## config.mk

```make
export PLATFORM = sky130hd
export DESIGN_NAME = pixel_capture
export DESIGN_NICKNAME = d
export VERILOG_FILES = /design/src/source/img_pkg.sv /design/src/source/stream_pkg.sv /design/src/source/pixel_capture.sv
export VERILOG_INCLUDE_DIRS = /design/src /design/src/source
export SDC_FILE = /design/constraint.sdc
export NUM_CORES = 1
export LEC_CHECK = 0
export BUFFER_PORTS_ARGS = -buffer_cell sky130_fd_sc_hd__buf_2
export CAP_MARGIN = 0
export CORE_UTILIZATION = 40
export CTS_BUF_LIST = sky130_fd_sc_hd__clkbuf_16
export CTS_CLUSTER_DIAMETER = 60
export DETAILED_ROUTE_END_ITERATION = 7
export GPL_TIMING_DRIVEN = 0
export MAX_ROUTING_LAYER = met4
export REMOVE_ABC_BUFFERS = 1
export SKIP_LAST_GASP = 1
export SYNTH_ARGS = -nofsm -noshare
export SYNTH_HDL_FRONTEND = slang
export SYNTH_SLANG_ARGS = --single-unit
```

## constraint.sdc

```tcl
create_clock -name clk -period 2 [get_ports clk]
set_input_delay 0.3 -clock clk [delete_from_list [all_inputs] [get_ports clk]]
set_output_delay 0.3 -clock clk [all_outputs]
set_load 0.02 [all_outputs]
```

## src/source/img_defines.svh

```systemverilog
`ifndef IMG_DEFINES_SVH
`define IMG_DEFINES_SVH

// Frame geometry
`define IMG_WIDTH 16
`define IMG_HEIGHT 16
`define IMG_PIXELS (`IMG_WIDTH * `IMG_HEIGHT)

// Readout framing, in 16-bit words
`define HEADER_WORDS 4
`define PAD_WORDS 4

// Statistics sample period in x and y
`define STAT_GRID 4

// Thumbnail keeps a 2x2 corner of every 8x8 group
`define THUMB_GRID 8

`endif

```

## src/source/img_pkg.sv

```systemverilog
`include "img_defines.svh"

package img_pkg;

    // Raw sensor sample
    typedef logic [11:0] pixel_t;

    // Memory and stream word
    typedef logic [15:0] word_t;

    // Pixel address inside one block
    typedef logic [$clog2(`IMG_PIXELS)-1:0] addr_t;

    typedef logic block_t;

    // Needs one extra bit to hold a full frame
    typedef logic [$clog2(`IMG_PIXELS):0] count_t;
    typedef logic [$clog2(`IMG_PIXELS):0] stat_t;

    typedef logic [1:0] skip_t;

    typedef enum logic [1:0] {
        cap_idle,
        cap_wait_frame,
        cap_skip_check,
        cap_capture
    } cap_state_t;

endpackage

```

## src/source/stream_pkg.sv

```systemverilog
`include "img_defines.svh"

package stream_pkg;

    typedef logic [`HEADER_WORDS*$bits(img_pkg::word_t)-1:0] header_t;
    typedef logic [2*$bits(img_pkg::word_t)-1:0] checksum_t;

    typedef enum logic {op_capture, op_readout} cmd_op_t;

    typedef struct packed {
        cmd_op_t         op;
        img_pkg::block_t block;
        img_pkg::skip_t  skip;
        logic            thumb;
        header_t         header;
    } cmd_t;

    typedef struct packed {
        img_pkg::count_t pixel_count;
        img_pkg::stat_t  highlight_count;
        img_pkg::stat_t  shadow_count;
    } status_t;

    typedef enum logic [2:0] {ro_idle, ro_header, ro_pixels, ro_checksum, ro_pad} ro_state_t;

endpackage

```

## src/source/pixel_capture.sv

```systemverilog
`timescale 1ns/1ns
`include "img_defines.svh"

module pixel_capture (
    input  logic                clk,
    input  logic                rst_n,
    input  logic                start,
    input  img_pkg::block_t     block,
    input  img_pkg::skip_t      skip,
    output logic                busy,
    input  logic                img_fv,
    input  logic                img_lv,
    input  img_pkg::pixel_t     img_d,
    output logic                wr_en,
    output img_pkg::block_t     wr_block,
    output img_pkg::addr_t      wr_addr,
    output img_pkg::word_t      wr_data,
    output logic                capture_done,
    output stream_pkg::status_t status
);
    // Top bits looked at for highlight/shadow
    localparam int unsigned STAT_BITS = 7;

    img_pkg::cap_state_t state;
    img_pkg::skip_t skip_q;
    img_pkg::block_t block_q;
    stream_pkg::status_t stats;

    logic fv_prev;
    logic lv_prev;
    logic [$clog2(`IMG_WIDTH)-1:0] col;
    logic [$clog2(`IMG_HEIGHT)-1:0] row;
    logic pixel;
    logic full;
    logic sample;

    assign pixel = img_fv && img_lv;
    assign full = (stats.pixel_count == img_pkg::count_t'(`IMG_PIXELS));
    assign sample = ((col % `STAT_GRID) == 0) && ((row % `STAT_GRID) == 0);

    assign busy = (state != img_pkg::cap_idle);
    assign wr_block = block_q;
    assign status = stats;

    // ======================================================================
    // Frame sequencing and statistics
    // ======================================================================
    always_ff @(posedge clk) begin
        if (!rst_n) begin
            state <= img_pkg::cap_idle;
            skip_q <= '0;
            stats <= '0;
            fv_prev <= 1'b0;
            lv_prev <= 1'b0;
            col <= '0;
            row <= '0;
            wr_en <= 1'b0;
            capture_done <= 1'b0;
        end else begin
            wr_en <= 1'b0;
            capture_done <= 1'b0;
            fv_prev <= img_fv;
            lv_prev <= img_lv;

            // Column restarts whenever the line goes low
            col <= img_lv ? col + 1'b1 : '0;
            if (!img_fv) begin
                row <= '0;
            end else if (lv_prev && !img_lv) begin
                row <= row + 1'b1;
            end

            case (state)
                img_pkg::cap_idle: begin
                    if (start) begin
                        stats <= '0;
                        skip_q <= skip;
                        state <= img_pkg::cap_wait_frame;
                    end
                end
                img_pkg::cap_wait_frame: begin
                    if (img_fv && !fv_prev) begin
                        state <= img_pkg::cap_skip_check;
                    end
                end
                img_pkg::cap_skip_check: begin
                    if (skip_q != '0) begin
                        skip_q <= skip_q - 1'b1;
                        state <= img_pkg::cap_wait_frame;
                    end else begin
                        state <= img_pkg::cap_capture;
                    end
                end
                img_pkg::cap_capture: begin
                    if (pixel && !full) begin
                        wr_en <= 1'b1;
                        stats.pixel_count <= stats.pixel_count + 1'b1;
                        if (sample && (img_d[$bits(img_d)-1 -: STAT_BITS] == '1)) begin
                            stats.highlight_count <= stats.highlight_count + 1'b1;
                        end
                        if (sample && (img_d[$bits(img_d)-1 -: STAT_BITS] == '0)) begin
                            stats.shadow_count <= stats.shadow_count + 1'b1;
                        end
                    end
                    if (!img_fv) begin
                        capture_done <= 1'b1;
                        state <= img_pkg::cap_idle;
                    end
                end
                default: state <= img_pkg::cap_idle;
            endcase
        end
    end

    // Write payload, stored little endian
    always_ff @(posedge clk) begin
        if (state == img_pkg::cap_idle && start) begin
            block_q <= block;
        end
        wr_addr <= img_pkg::addr_t'(stats.pixel_count);
        wr_data <= {img_d[7:0], 4'b0000, img_d[11:8]};
    end

endmodule

```

== Word level (Yosys, flattened, before mapping) ==
Cells that the tools add are included.
Word-level totals
  bits in registers: 64
  input port bits: 20
  output and inout port bits: 55
  logic and storage cells: 74
Cells by class
  add/sub/neg operators: 6
  equal/unequal tests: 12
  multiplexer cells: 15
  reduce and logical (&&, ||, !) cells: 27
Operators by type and width (number)
  $logic_not 32->1: 2
  $mux 27: 2
  $pmux 27 s2: 1
  $add 9x1->9 const B: 3
  $mux 9: 2
  $ne 2x2->1 const B: 7
  $mux 2: 6
  $eq 9x9->1 const B: 1
  $reduce_and 3->1: 3
  $add 4x1->4 const B: 2
  $logic_and 1x1->1: 8
  $pmux 2 s4: 1
  $reduce_and 4->1: 2
  $reduce_bool 2->1: 4
  $eq 7x7->1 const B: 1
  $logic_not 7->1: 1
  $reduce_and 2->1: 3
  $eq 2x2->1 const B: 2
  $pmux 2 s2: 1
  $logic_not 1->1: 3
  $eq 2x1->1 const B: 1
  $logic_not 2->1: 1
  $mux 1: 2
  $sub 2x1->2 const B: 1

== Longest topological paths before layout ==
  word-level depth: 6
  gate-level depth with buffers: 7
  gate-level depth less buffers: 6

== Worst setup path before layout ==
Ideal clock, no wire load.
  kind: register to register
  from: register stats, in the netlist status[18]
  to: register stats, in the netlist status[23]
  library setup time: 0.144 ns
  data arrival time: 1.734 ns
  required time: 1.856 ns
  path slack: 0.122 ns
  stages on the path, launching flop included: 7
  path buffers: 0
  period minus slack after synthesis: 1.878 ns
  cell sequence: dfxtp_1 > inv_1 > ha_1 > and4bb_1 > a21o_2 > o21ai_0 > a31oi_1
Between the ends
  longest elaborated chain between the ends: 5
  elaborated cells on any way between the ends: 8
  classes of those cells: 1 x add/sub; 2 x eq/ne; 2 x mux; 3 x reduce/logical
RTL lines
  start, declared: RTL line pixel_capture.sv:27  | stream_pkg::status_t stats;
  branches (longest 5 deep; another with $add 9x1->9)
Parallel ways; which one is timed is not known. The select of a mux whose other input is x is not followed.
A chain may end at the register's enable or synchronous reset.

== Final worst setup path ==
  from: register stats, in the netlist status[18]
  to: register stats, in the netlist status[26]
The elaborated chain is that of the path after synthesis.

==> results.py <==
metrics = {
    "route": {
        "wl_per_cell_um": 13.1,
        "drt_iter0_markers": 81,
        "num_vias": 2157,
        "drc": 0,
        "antenna_left": 0,
        "dr.pass1.iters": 4,
        "viasPerCell": 5.19,
        "finalWirelength_um": 5460,
    },
    "floorplan": {
        "core-area_um2": 5920,
        "floorplan.initialDensity": 0.416,
        "rows": 28,
        "ios": 75,
        "die_y_um": 80.5,
        "dieArea_um2": 6470,
        "fp.dieW_um": 80.5,
    },
    "sta": {
        "grt_setup_unrepaired": "no",
        "fin_crit_sh": 0.914,
        "max_slew_margin": 0.530,
        "max_freq_ghz": 0.547,
        "setup_viol": 0,
        "finalClockSkew_ns": 0.00425,
        "slew_violations": 0,
        "worst_pin_slew_ns": 0.698,
        "min_period_ns": 1.83,
        "final-hold-violation-count": 0,
    },
    "setup_path": {
        "start_kind": "flip-flop",
        "ff2ff_path_depth": 6,
        "worstPathCellList": "inv_1 > ha_1 > and4bb_1 > a21o_2 > o21a_1 > a211o_1",
        "cp.arrival_ns": 2.03,
        "worstSetupPathType": "flip-flop to flip-flop",
        "cpLargestDelayFamily": "compound AO/OA/AOI/OAI gates",
        "crit_fanout": 8,
        "crit_required_ns": 2.21,
        "cp_num_cells": 6,
        "timing.rr.end": "status[26]$_SDFFE_PN0P_",
        "reg2reg_setup_slack_ns": 0.17,
        "r2r_start": "status[18]$_SDFFE_PN0P_",
        "crit_buf_inv": 1,
        "startpoint": "status[18]$_SDFFE_PN0P_",
        "max_stage_delay_ns": 0.38,
        "endpoint": "status[26]$_SDFFE_PN0P_",
        "worstSetupEndpointType": "flip-flop",
        "slowest_stage": "dfxtp_2",
    },
    "grt": {
        "first_global_vias": 1906,
        "grt_pass1_wl_um": 8960,
        "grt_max_degree": 15,
        "track_usage": 0.190,
        "gr-total-overflow": 0,
        "antenna_found_initial": 0,
    },
    "synth": {
        "synth_area_um2": 2460,
        "synthCells": 263,
        "ys_ff_latch": 60,
        "ys_async_sr_fraction": 0,
        "synth_edf_count": 1,
        "synth.avg_cell_area_um2": 9.36,
        "synth_cell_types": 46,
        "synthFlopType": "dfxtp_1",
        "ys_seq_area_frac": 0.492,
        "yosys_warnings": 0,
    },
    "final_layout": {
        "nFillCells": 545,
        "syn2layout_area_growth_pct": 31.6,
        "final_util": 0.547,
        "final_cell_mix": "70 x buf_2, 58 x dfxtp_1, 23 x inv_1",
        "n_antenna_cell": 0,
        "nets": 363,
        "layout_commonest_cell": "buf_2",
        "drive_gt1_frac": 0.296,
        "stdcell_count": 416,
    },
    "clock_tree": {
        "clk_latency_ns": 0.32,
        "numCtsBuffers": 9,
        "htree_levels": 3,
        "tritoncts": "built",
        "clk_pin_slew_ns": 0.05,
        "cts_num_sinks": 60,
        "clk_path_buf_depth": 2,
        "cts-root-buf": "clkbuf_16",
    },
    "place": {
        "gp_congestion": 0.806,
        "dp.cells": 399,
        "dp_hpwl_um": 3800,
        "io_buffers": 70,
    },
    "pwr": {
        "irDropWorstVdd_mv": 0.656,
        "p_per_area_nw_per_um2": 963,
        "p_leak_uw": 0.00146,
    },
    "flow_run": {
        "cap_violations": 0,
    },
    "worst_hold_path": {
        "hp-class": "input port to flip-flop",
    },
    "status": {
        "outcome": "complete, no violations",
    },
}
## cell families after synthesis
| family | share of synthesized area |
|---|---|
| other cells | 0.00152 |
| flops | 0.492 |
| simple gates | 0.197 |
| fa+ha+maj | 0.0356 |
| xor+xnor | 0.0107 |
| mux | 0.0163 |
| buf+inv | 0.0584 |
| compound gates | 0.189 |
## metrics by stage
step / cell area (µm²) / TNS (ns) / worst slack (ns) / total power (µW) / hold slack, ns
global placement: 2850 / -4.38 / -0.249 / 1430 / 0.389
CTS: 3220 / 0 / 0.00316 / 3160 / 0.0668
detailed placement: 2850 / -4.23 / -0.249 / 1430 / 0.385
finish: 3240 / 0 / 0.173 / 3120 / 0.0782
global route: 3240 / 0 / 0.0701 / 3230 / 0.0699
floorplan: 2410 / 0 / 0.0818 / 1370 / 0.328
## worst min-delay path by stage
stage / start / endpoint / slack (ns) / cells after the start
6_report: img_d[4] / wr_data[12]$_DFF_P_ / 0.08 / 1
5_1_grt: img_d[4] / wr_data[12]$_DFF_P_ / 0.07 / 1
4_1_cts: img_d[4] / wr_data[12]$_DFF_P_ / 0.07 / 1
3_5_place_dp: status[19]$_SDFFE_PN0P_ / wr_addr[1]$_DFF_P_ / 0.39 / 0
3_3_place_gp: status[19]$_SDFFE_PN0P_ / wr_addr[1]$_DFF_P_ / 0.39 / 0
2_1_floorplan: img_d[8] / wr_data[0]$_DFF_P_ / 0.33 / 0
## cells in the mapped netlist, types with 2 or more instances
| cell type | instances | area share |
|---|---|---|
| ha_1 | 7 | 0.036 |
| o21ai_0 | 9 | 0.018 |
| o21a_1 | 6 | 0.018 |
| a21oi_1 | 14 | 0.028 |
| nand4_1 | 5 | 0.013 |
| nor4_1 | 4 | 0.010 |
| nand2_1 | 19 | 0.029 |
| a41oi_1 | 2 | 0.0071 |
| inv_1 | 21 | 0.032 |
| dfxtp_1 | 59 | 0.48 |
| o211ai_1 | 3 | 0.0091 |
| a211o_1 | 2 | 0.0071 |
| nor2b_1 | 4 | 0.010 |
| mux2i_1 | 4 | 0.016 |
| buf_2 | 4 | 0.0081 |
| and2_1 | 6 | 0.015 |
| nor2_1 | 12 | 0.018 |
| a31oi_1 | 20 | 0.051 |
| o22ai_1 | 5 | 0.013 |
| buf_4 | 4 | 0.012 |
| nand3_1 | 6 | 0.012 |
| clkbuf_1 | 4 | 0.0061 |
| nor3_1 | 4 | 0.0081 |
| a211oi_2 | 2 | 0.010 |
| and3_1 | 9 | 0.023 |
| xnor2_1 | 3 | 0.011 |
| nand2b_1 | 6 | 0.015 |
## layout make-up
class	instances	area [µm²]	share of cell area
timing repair buffer	71	370	0.114
tap	75	93.8	0.0290
multi-input combinational	173	1150	0.355
clock inverter	7	108	0.0332
clock buffer	9	225	0.0695
sequential	60	1210	0.374
inverter	21	78.8	0.0243
## state kept, by name, indices dropped and copies added (netlist names)
signal	cells
wr_en	1
wr_data	12
state	2
row	2
lv_prev	1
col	2
wr_addr	8
capture_done	1
wr_block	1
skip_q	2
fv_prev	1
status	27
## worst reg2reg max path, cell delays in order, from the launching register on
cell,delay [ns]
dfxtp_2,0.38
inv_1,0.06
ha_1,0.19
and4bb_1,0.30
a21o_2,0.29
o21a_1,0.21
a211o_1,0.29
## power breakdown
group | leakage (µW) | internal (µW) | switching (µW) | total [µW]
sequential | 0.000491 | 1230 | 16.2 | 1240
clock | 0.000172 | 1200 | 505 | 1710
combinational | 0.000796 | 61.4 | 108 | 170
## per-layer routing
layer  track usage  wire length [µm]  up-vias
li1              -                 -     1090
met4         0.107               125        0
met1         0.240              2570      995
met3        0.0443               290       10
met5             -                 0        -
met2         0.279              2470       62
## what timing repair did
item,4_1_cts,5_1_grt
hold buffers,0,0
buffers inserted,1,0
endpoints found under the setup margin,22,20
gates resized for setup,3,5
hold endpoints to repair,0,0
(Power assumes the default switching activity.)
