`config.mk`:
```
export PLATFORM = sky130hd
export DESIGN_NAME = readout_engine
export DESIGN_NICKNAME = d
export VERILOG_FILES = /design/src/source/img_pkg.sv /design/src/source/stream_pkg.sv /design/src/source/fletcher_checksum.sv /design/src/source/readout_engine.sv
export VERILOG_INCLUDE_DIRS = /design/src /design/src/source
export SDC_FILE = /design/constraint.sdc
export NUM_CORES = 1
export LEC_CHECK = 0
export BUFFER_PORTS_ARGS = -buffer_cell sky130_fd_sc_hd__buf_2
export CAP_MARGIN = 20
export CORE_UTILIZATION = 58
export CTS_CLUSTER_SIZE = 40
export DETAILED_ROUTE_END_ITERATION = 7
export PLACE_DENSITY = 0.8
export SLEW_MARGIN = 20
export SYNTH_ARGS = -nofsm -noshare
export SYNTH_HDL_FRONTEND = slang
export SYNTH_SLANG_ARGS = --single-unit
```
`constraint.sdc`:
```
create_clock -name clk -period 16.35 [get_ports clk]
set_clock_uncertainty 0.15 [all_clocks]
set_input_delay 2.4525 -clock clk [delete_from_list [all_inputs] [get_ports clk]]
set_output_delay 2.4525 -clock clk [all_outputs]
set_load 0.05 [all_outputs]
```
`src/source/img_defines.svh`:
```
`ifndef IMG_DEFINES_SVH
`define IMG_DEFINES_SVH

// Frame geometry
`define IMG_WIDTH 16
`define IMG_HEIGHT 16
`define IMG_PIXELS (`IMG_WIDTH * `IMG_HEIGHT)

// Readout framing, in 16-bit words
`define HEADER_WORDS 4
`define PAD_WORDS 4

// Statistics sample period in x and y
`define STAT_GRID 4

// Thumbnail keeps a 2x2 corner of every 8x8 group
`define THUMB_GRID 8

`endif

```
`src/source/img_pkg.sv`:
```
`include "img_defines.svh"

package img_pkg;

    // Raw sensor sample
    typedef logic [11:0] pixel_t;

    // Memory and stream word
    typedef logic [15:0] word_t;

    // Pixel address inside one block
    typedef logic [$clog2(`IMG_PIXELS)-1:0] addr_t;

    typedef logic block_t;

    // Needs one extra bit to hold a full frame
    typedef logic [$clog2(`IMG_PIXELS):0] count_t;
    typedef logic [$clog2(`IMG_PIXELS):0] stat_t;

    typedef logic [1:0] skip_t;

    typedef enum logic [1:0] {
        cap_idle,
        cap_wait_frame,
        cap_skip_check,
        cap_capture
    } cap_state_t;

endpackage

```
`src/source/stream_pkg.sv`:
```
`include "img_defines.svh"

package stream_pkg;

    typedef logic [`HEADER_WORDS*$bits(img_pkg::word_t)-1:0] header_t;
    typedef logic [2*$bits(img_pkg::word_t)-1:0] checksum_t;

    typedef enum logic {op_capture, op_readout} cmd_op_t;

    typedef struct packed {
        cmd_op_t         op;
        img_pkg::block_t block;
        img_pkg::skip_t  skip;
        logic            thumb;
        header_t         header;
    } cmd_t;

    typedef struct packed {
        img_pkg::count_t pixel_count;
        img_pkg::stat_t  highlight_count;
        img_pkg::stat_t  shadow_count;
    } status_t;

    typedef enum logic [2:0] {ro_idle, ro_header, ro_pixels, ro_checksum, ro_pad} ro_state_t;

endpackage

```
`src/source/fletcher_checksum.sv`:
```
`timescale 1ns/1ns

module fletcher_checksum (
    input  logic                  clk,
    input  logic                  rst_n,
    input  logic                  clear,
    input  logic                  en,
    input  img_pkg::word_t        din,
    output stream_pkg::checksum_t sum
);
    localparam logic [16:0] MODULUS = 17'd65535;

    img_pkg::word_t sum1;
    img_pkg::word_t sum2;
    logic [16:0] s1_add;
    logic [16:0] s2_add;
    img_pkg::word_t s1_next;
    img_pkg::word_t s2_next;

    // One conditional subtract is enough since both operands stay below 2^16
    always_comb begin
        s1_add = {1'b0, sum1} + {1'b0, din};
        s1_next = (s1_add >= MODULUS) ? 16'(s1_add - MODULUS) : s1_add[15:0];
        s2_add = {1'b0, sum2} + {1'b0, s1_next};
        s2_next = (s2_add >= MODULUS) ? 16'(s2_add - MODULUS) : s2_add[15:0];
    end

    always_ff @(posedge clk) begin
        if (!rst_n || clear) begin
            sum1 <= '0;
            sum2 <= '0;
        end else if (en) begin
            sum1 <= s1_next;
            sum2 <= s2_next;
        end
    end

    assign sum = {sum2, sum1};

endmodule

```
`src/source/readout_engine.sv`:
```
`timescale 1ns/1ns
`include "img_defines.svh"

module readout_engine (
    input  logic                clk,
    input  logic                rst_n,
    input  logic                start,
    input  img_pkg::block_t     block,
    input  logic                thumb,
    input  stream_pkg::header_t header,
    output logic                busy,
    output logic                rd_en,
    output img_pkg::block_t     rd_block,
    output img_pkg::addr_t      rd_addr,
    input  img_pkg::word_t      rd_data,
    output logic                out_valid,
    input  logic                out_ready,
    output img_pkg::word_t      out_data,
    output logic                out_last
);
    localparam int unsigned THUMB_KEEP = 2;
    localparam int unsigned CS_WORDS = $bits(stream_pkg::checksum_t) / $bits(img_pkg::word_t);
    localparam int unsigned CNT_W = $clog2(`HEADER_WORDS + `PAD_WORDS);
    localparam int unsigned SHIFT_W = $bits(stream_pkg::header_t);

    typedef logic [CNT_W-1:0] wcnt_t;

    stream_pkg::ro_state_t state;
    stream_pkg::header_t shift_q;
    wcnt_t word_cnt;
    img_pkg::count_t rd_cnt;
    img_pkg::block_t block_q;
    logic thumb_q;
    logic rd_pend;
    logic rd_keep;

    logic load;
    logic pend_take;
    logic keep_addr;
    logic rd_done;
    logic word_ld;
    logic last_d;
    logic cs_en;
    img_pkg::word_t word_d;
    img_pkg::word_t cs_din;
    stream_pkg::checksum_t cs_sum;
    stream_pkg::checksum_t cs_rev;
    int unsigned rd_col;
    int unsigned rd_row;

    fletcher_checksum u_checksum (
        .clk   (clk),
        .rst_n (rst_n),
        .clear (start),
        .en    (cs_en),
        .din   (cs_din),
        .sum   (cs_sum)
    );

    // ======================================================================
    // Output register and read prefetch
    // ======================================================================
    // Output register can take a word when empty or draining this cycle
    assign load = !out_valid || out_ready;

    assign rd_addr = img_pkg::addr_t'(rd_cnt);
    assign rd_block = block_q;
    assign rd_col = rd_addr % `IMG_WIDTH;
    assign rd_row = rd_addr / `IMG_WIDTH;
    assign keep_addr = !thumb_q || (((rd_col % `THUMB_GRID) < THUMB_KEEP) &&
                                    ((rd_row % `THUMB_GRID) < THUMB_KEEP));
    assign rd_done = (rd_cnt == img_pkg::count_t'(`IMG_PIXELS));

    // Dropped pixels leave without waiting for the output register
    assign pend_take = rd_pend && (load || !rd_keep);
    assign rd_en = (state == stream_pkg::ro_pixels) && !rd_done && (!rd_pend || pend_take);

    always_comb begin
        word_ld = 1'b0;
        last_d = 1'b0;
        word_d = shift_q[SHIFT_W-1 -: $bits(img_pkg::word_t)];
        case (state)
            stream_pkg::ro_header:   word_ld = load;
            stream_pkg::ro_checksum: word_ld = load;
            stream_pkg::ro_pixels: begin
                word_ld = pend_take && rd_keep;
                word_d = rd_data;
            end
            stream_pkg::ro_pad: begin
                word_ld = load;
                word_d = '0;
                last_d = (word_cnt == '0);
            end
            default: word_ld = 1'b0;
        endcase
    end

    // Checksum sees each word byte swapped, then goes out byte reversed
    assign cs_en = word_ld && (state == stream_pkg::ro_header || state == stream_pkg::ro_pixels);
    assign cs_din = {word_d[7:0], word_d[15:8]};
    assign cs_rev = {cs_sum[7:0], cs_sum[15:8], cs_sum[23:16], cs_sum[31:24]};

    assign busy = (state != stream_pkg::ro_idle) || out_valid;

    // ======================================================================
    // Sequencer
    // ======================================================================
    always_ff @(posedge clk) begin
        if (!rst_n) begin
            state <= stream_pkg::ro_idle;
            shift_q <= '0;
            word_cnt <= '0;
            rd_cnt <= '0;
            block_q <= '0;
            thumb_q <= 1'b0;
            rd_pend <= 1'b0;
            rd_keep <= 1'b0;
            out_valid <= 1'b0;
            out_last <= 1'b0;
        end else begin
            if (load) begin
                out_valid <= word_ld;
                out_last <= word_ld && last_d;
            end
            rd_pend <= rd_en || (rd_pend && !pend_take);
            if (rd_en) begin
                rd_cnt <= rd_cnt + 1'b1;
                rd_keep <= keep_addr;
            end

            case (state)
                stream_pkg::ro_idle: begin
                    if (start) begin
                        shift_q <= header;
                        word_cnt <= wcnt_t'(`HEADER_WORDS - 1);
                        rd_cnt <= '0;
                        block_q <= block;
                        thumb_q <= thumb;
                        state <= stream_pkg::ro_header;
                    end
                end
                stream_pkg::ro_header, stream_pkg::ro_checksum: begin
                    if (load) begin
                        shift_q <= shift_q << $bits(img_pkg::word_t);
                        word_cnt <= word_cnt - 1'b1;
                        if (word_cnt == '0 && state == stream_pkg::ro_header) begin
                            state <= stream_pkg::ro_pixels;
                        end
                        if (word_cnt == '0 && state == stream_pkg::ro_checksum) begin
                            word_cnt <= wcnt_t'(`PAD_WORDS - 1);
                            state <= stream_pkg::ro_pad;
                        end
                    end
                end
                stream_pkg::ro_pixels: begin
                    // Last pixel already went into the sum a cycle earlier
                    if (rd_done && !rd_pend) begin
                        shift_q <= {cs_rev, {(SHIFT_W - $bits(cs_rev)){1'b0}}};
                        word_cnt <= wcnt_t'(CS_WORDS - 1);
                        state <= stream_pkg::ro_checksum;
                    end
                end
                stream_pkg::ro_pad: begin
                    if (load) begin
                        word_cnt <= word_cnt - 1'b1;
                        if (word_cnt == '0) begin
                            state <= stream_pkg::ro_idle;
                        end
                    end
                end
                default: state <= stream_pkg::ro_idle;
            endcase
        end
    end

    always_ff @(posedge clk) begin
        if (load && word_ld) begin
            out_data <= word_d;
        end
    end

endmodule

```
# Word-level counts from Yosys, hierarchy flattened
# Index checks and enable logic that the tools add are counted.
# totals
register_bits,133
input_bits,86
output_inout_bits,29
wordCells,98
# op_classes
addsub,6
magnitude_cmp,4
eq_ne,11
mux,26
reduce_logical,38
# op_table
cell,n
64-bit 2-to-1 mux,3
64-bit one-hot mux with 3 select lines,1
3-bit 2-to-1 mux,12
16-bit by 16-bit adder with 17-bit output,2
"17-bit by 16-bit greater-or-equal comparator with 1-bit output, second input constant",2
16-bit 2-to-1 mux,2
16-bit one-hot mux with 2 select lines,1
"16-bit subtractor, second input constant",2
9-bit 2-to-1 mux,3
3-bit one-hot mux with 4 select lines,2
1-bit logical AND,12
"9-bit by 1-bit adder with 9-bit output, second input constant",1
"9-bit == test, second input constant",1
1-bit logical OR,8
"2-bit != test, second input constant",4
1-bit zero test,7
"3-bit by 2-bit == test with 1-bit output, second input constant",2
3-bit zero test,2
"3-bit by 2-bit less-than comparator with 1-bit output, second input constant",2
6-bit AND reduction,1
3-bit nonzero test,2
5-bit AND reduction,1
4-bit AND reduction,1
4-bit nonzero test,1
10 further kinds,10

# Logic depth before layout (Yosys ltp)
# depth
depth_word,9
ltp_mapped,32
ltp_nobuf,28

# Modules after synthesis
# From an unflattened synthesis, not the netlist that was laid out.
# hier_totals
hier_cells,1085
area_unflattened_um2,9350.2
# modules_own_cells
module,n_inst,cells_each,area_per_inst_um2,seq_area_each_um2
readout_engine,1,544,5285.1,2182.1
fletcher_checksum,1,541,4065.1,640.6

# Least setup slack after synthesis
# OpenSTA, ideal clock, no wires.
# synth_path
kind,in2reg
start,input rd_data[8]
end,register u_checksum.sum2[11]
setup_time_ns,0.086
t_arrival_ns,7.744
required_ns,16.114
setup_slack_ns,8.371
cell_stages,26
path_buffers,2
path_cell_list,a22o_1 > ha_1 > inv_1 > fa_1 > and2b_1 > o22ai_2 > o221a_1 > o311ai_2 > and3_4 > nand4_4 > o31a_1 > nor4_1 > nor3b_1 > xnor2_1 > ha_1 > buf_2 > nand3_1 > o31ai_1 > a21oi_1 > xor2_1 > nor3_1 > a31oi_1 > buf_2 > nor4_1 > xor2_1 > a211oi_1
# synth_via
elab_chain_cells,7
elab_cells_between_ends,9
classes_between,4 x add/sub; 2 x order compare; 3 x mux
# synth_rtl
item,line_no,rtl
start: declaration,readout_engine.sv:15,"input img_pkg::word_t rd_data,"
16-bit one-hot mux with 2 select lines (*),readout_engine.sv:82,case (state)
16-bit by 16-bit adder with 17-bit output (*),fletcher_checksum.sv:22,"s1_add = {1'b0, sum1} + {1'b0, din};"
16-bit subtractor / 17-bit by 16-bit greater-or-equal comparator with 1-bit output (equally long branches),fletcher_checksum.sv:23,s1_next = (s1_add >= MODULUS) ? 16'(s1_add - MODULUS) : s1_add[15:0];
16-bit 2-to-1 mux (*),fletcher_checksum.sv:23,
named net u_checksum.s1_next[5],fletcher_checksum.sv:17,img_pkg::word_t s1_next;
16-bit by 16-bit adder with 17-bit output (*),fletcher_checksum.sv:24,"s2_add = {1'b0, sum2} + {1'b0, s1_next};"
16-bit subtractor / 17-bit by 16-bit greater-or-equal comparator with 1-bit output (equally long branches),fletcher_checksum.sv:25,s2_next = (s2_add >= MODULUS) ? 16'(s2_add - MODULUS) : s2_add[15:0];
16-bit 2-to-1 mux (*),fletcher_checksum.sv:25,
end signal: assignment,fletcher_checksum.sv:34,sum2 <= s2_next;
end: declaration,fletcher_checksum.sv:14,img_pkg::word_t sum2;
# The timed path passes the listed nets; every way through them passes the cells marked *.
# A chain may end at the register's enable or synchronous reset.

# Worst setup path after layout
# layout_path
start,input rd_data[8]
end,register u_checksum.sum2[11]
# layout_via
elab_chain_cells,7
elab_cells_between_ends,9
classes_between,4 x add/sub; 2 x order compare; 3 x mux
# layout_rtl
item,line_no,rtl
16-bit one-hot mux with 2 select lines (*),readout_engine.sv:82,
named net u_checksum.din[0],fletcher_checksum.sv:8,"input img_pkg::word_t din,"
16-bit by 16-bit adder with 17-bit output (*),fletcher_checksum.sv:22,
16-bit subtractor / 17-bit by 16-bit greater-or-equal comparator with 1-bit output (equally long branches),fletcher_checksum.sv:23,
16-bit 2-to-1 mux (*),fletcher_checksum.sv:23,
named net u_checksum.s1_next[5],fletcher_checksum.sv:17,
16-bit by 16-bit adder with 17-bit output (*),fletcher_checksum.sv:24,
16-bit subtractor / 17-bit by 16-bit greater-or-equal comparator with 1-bit output (equally long branches),fletcher_checksum.sv:25,
16-bit 2-to-1 mux (*),fletcher_checksum.sv:25,
# Marks and branches as above.

==> metrics <==
outcome finished clean; number of port buffers 114; GPL Wtd Cong just under 1; Final Power between 1.5 and 2 mW; CTS clk-pin slew, worst paths 60 ps; WL per Instance 18.2 um; Congestion Overflow GR 0; Placed Area 9160 um2; Die Wd 124 um; initial antenna violation count 0; number of remaining DRC errors 0; cell at the slowest stage of the critical path a31oi_1; CP max stage delay 790 ps; global-route wire length before repair 37900 um; WP data required ~17000 ps; Detail Placement HPWL 17400 um; CTS Hold Bufs 0; Sw Share 0.454; Die Footprint approximately 15000 um2; Post-DRT Antenna Nets 0; Synth top area share 0.272; share of post-route cells with drive strength above 1 0.167; PwrDens 183 nW/um2; Slew HR 0.279; final hold slack 313 ps; Flop pwr share 0.275; vias per cell between 6 and 7; Fmax about 0.11 GHz; largest net degree at the start of global routing 80; DR iter-0 viols slightly below 1000; WS Path Type in -> reg; Max Slew Vio Count 0; Final period util 0.548; Syn Nets 1200; VDD IR max 0.0968 mV; Vias a little over 8000; CTS Sinks between 100 and 150; Yosys top cell by area dfxtp_1; Core Rows 44; fin util 0.673; Least-Margin Pin Slew ~1100 ps; diode count 0; clk buf depth 2; combinational power share 0.504; P_int between 0.9 and 1 mW; main area contributors after synthesis dfxtp_1, nand2_1, ha_1, edfxtp_1, a21boi_0; vias in the first global route between 7000 and 8000; H-tree levels 4; CTS tree done; post-layout min period 8950 ps; Lkg Pwr around 3.9 nW; HP Class reg -> reg; CP max FO 11; Post-CTS Setup Inserts 0; Netlist cell types 84; final setup fails 0; number of synthesized flops with an enable pin 16; setup TNS 0 ps; Routed WL roughly 24000 um; crit end category flip-flop; clock power share 0.221; Worst-Skew Late Latency 420 ps; Nets around 1300; RSZ-0062 raised after global routing false; num ports 115; CTS root buf clkbuf_16; PostCTS Resize Cnt 0; Initial Util 0.593; Cells after Synth ~1100; design area around 10000 um2; Top FF cell, synth dfxtp_1; Area Growth Syn to Fin 13.6%; core area about 15000 um2; Mean Syn Cell Area about 8.0 um2; Cell Area, Synth 8620 um2; register area share after synthesis 0.328; GRT Total Usage 0.323; Psw between 0.8 and 0.9 mW; max_cap viols 0; total iterations of the first detailed-routing run 5; Critical Path Start Type primary input; #FFs+latches synth around 130; CTS buffer count 17; Synth Warn # 0; CP bufs+invs 2; Async S/R FF share, synth 0; Hold Violations, Final 0; Die H approximately 120 um; Top Family by Delay on Critical Path compound AO/OA/AOI/OAI gates; Worst EP arrival ~9100 ps; fillcell total about 1300
## registers in the layout, summed over array words and instances (netlist names), 3 cells and up
register / cells
shift_q: 64
out_data: 16
u_checksum.sum1: 16
u_checksum.sum2: 16
rd_cnt: 9
state: 3
word_cnt: 3
## power by group through the flow
stage | Combinational, mW | Clock [mW] | Sequential (mW)
floorplan | 0.628 | 0 | 0.531
global placement | 0.869 | 0 | 0.493
detailed placement | 0.880 | 0 | 0.495
CTS | 0.887 | 0.396 | 0.490
global route | 0.989 | 0.412 | 0.501
finish | 0.902 | 0.396 | 0.493
## final cells by class
class,instances,area [um2],share of cell area
Clock buffer,22,507,0.0518
Inverter,32,120,0.0123
Sequential cell,133,2820,0.288
Timing Repair Buffer,125,653,0.0667
Tap cell,184,230,0.0235
Multi-Input combinational cell,823,5340,0.545
Clock inverter,10,116,0.0119
## stage by stage
step                      instances  setup slack [ps]
after floorplan                1073              8370
after global placement         1297              7260
after detailed placement       1297              7170
after CTS                      1329              7560
after global routing           1329              6950
final                          1329              7400
## path summary, 6_finish.rpt
kind	depth (start not counted)	endpoint	startpoint	slack, ps
setup / recovery	25	u_checksum.sum2[11]$_SDFFE_PP0P_	rd_data[8]	7400
hold / removal	2	shift_q[13]$_SDFFE_PN0P_	shift_q[13]$_SDFFE_PN0P_	310
setup reg to reg	26	u_checksum.sum2[11]$_SDFFE_PP0P_	state[1]$_SDFFE_PN0P_	8220
hold reg to reg	2	shift_q[13]$_SDFFE_PN0P_	shift_q[13]$_SDFFE_PN0P_	310
## worst min-delay path, stage by stage (launching register included)
cell and delay, ps:
dfxtp_1 310, nand2_1 50, a21boi_0 60
## per-layer routing
layer / routed length, um / track usage
met5: 0 / 0
met4: 829 / 0.133
met3: 1810 / 0.0668
met2: 10900 / 0.500
met1: 10500 / 0.437
## cells in the mapped netlist, drive strengths merged, types with 5 or more instances
library cell	instances
xor2	21
a22oi	36
buf	29
nand2b	8
nand2	155
nor2b	12
a21boi	53
edfxtp	16
nor3	21
nor2	69
a31oi	11
o21ai	81
nand4	14
mux2i	7
xnor2	34
o211ai	5
clkbuf	56
o21ba	10
a211oi	10
ha	39
nor3b	20
and2	7
and3	12
nor4	11
dfxtp	117
nand3	36
a21oi	47
or3	5
o21a	5
a22o	18
inv	32
a221oi	17
## layout by cell type, fill, tap and decap left out, types with 13 or more instances in the layout
cell type  synthesis  routed
dfxtp_1          117     117
nand4_1           13      13
o21ai_0           76      76
a22oi_1           36      36
nor2_1            69      68
nor3_1            20      18
nor3b_1           20      20
a221oi_1          17      17
xor2_1            21      21
nand2_1          155     155
buf_2             10     114
nand3_1           36      36
a21oi_1           47      47
clkbuf_16          0      19
ha_1              39      39
edfxtp_1          16      16
inv_1             32      32
xnor2_1           32      32
a22o_1            18      18
a21boi_0          52      52
## cells by family (layout without fill, tap and decap cells)
family          after synthesis  after routing  share of synthesized area
compound gates              330            330                      0.267
xor+xnor                     55             55                     0.0577
fa+ha+maj                    41             41                     0.0613
buf+inv                     117            189                     0.0559
flops                       133            133                      0.328
mux                           8              8                    0.00944
simple gates                389            389                      0.221
(Power assumes the default switching activity.)
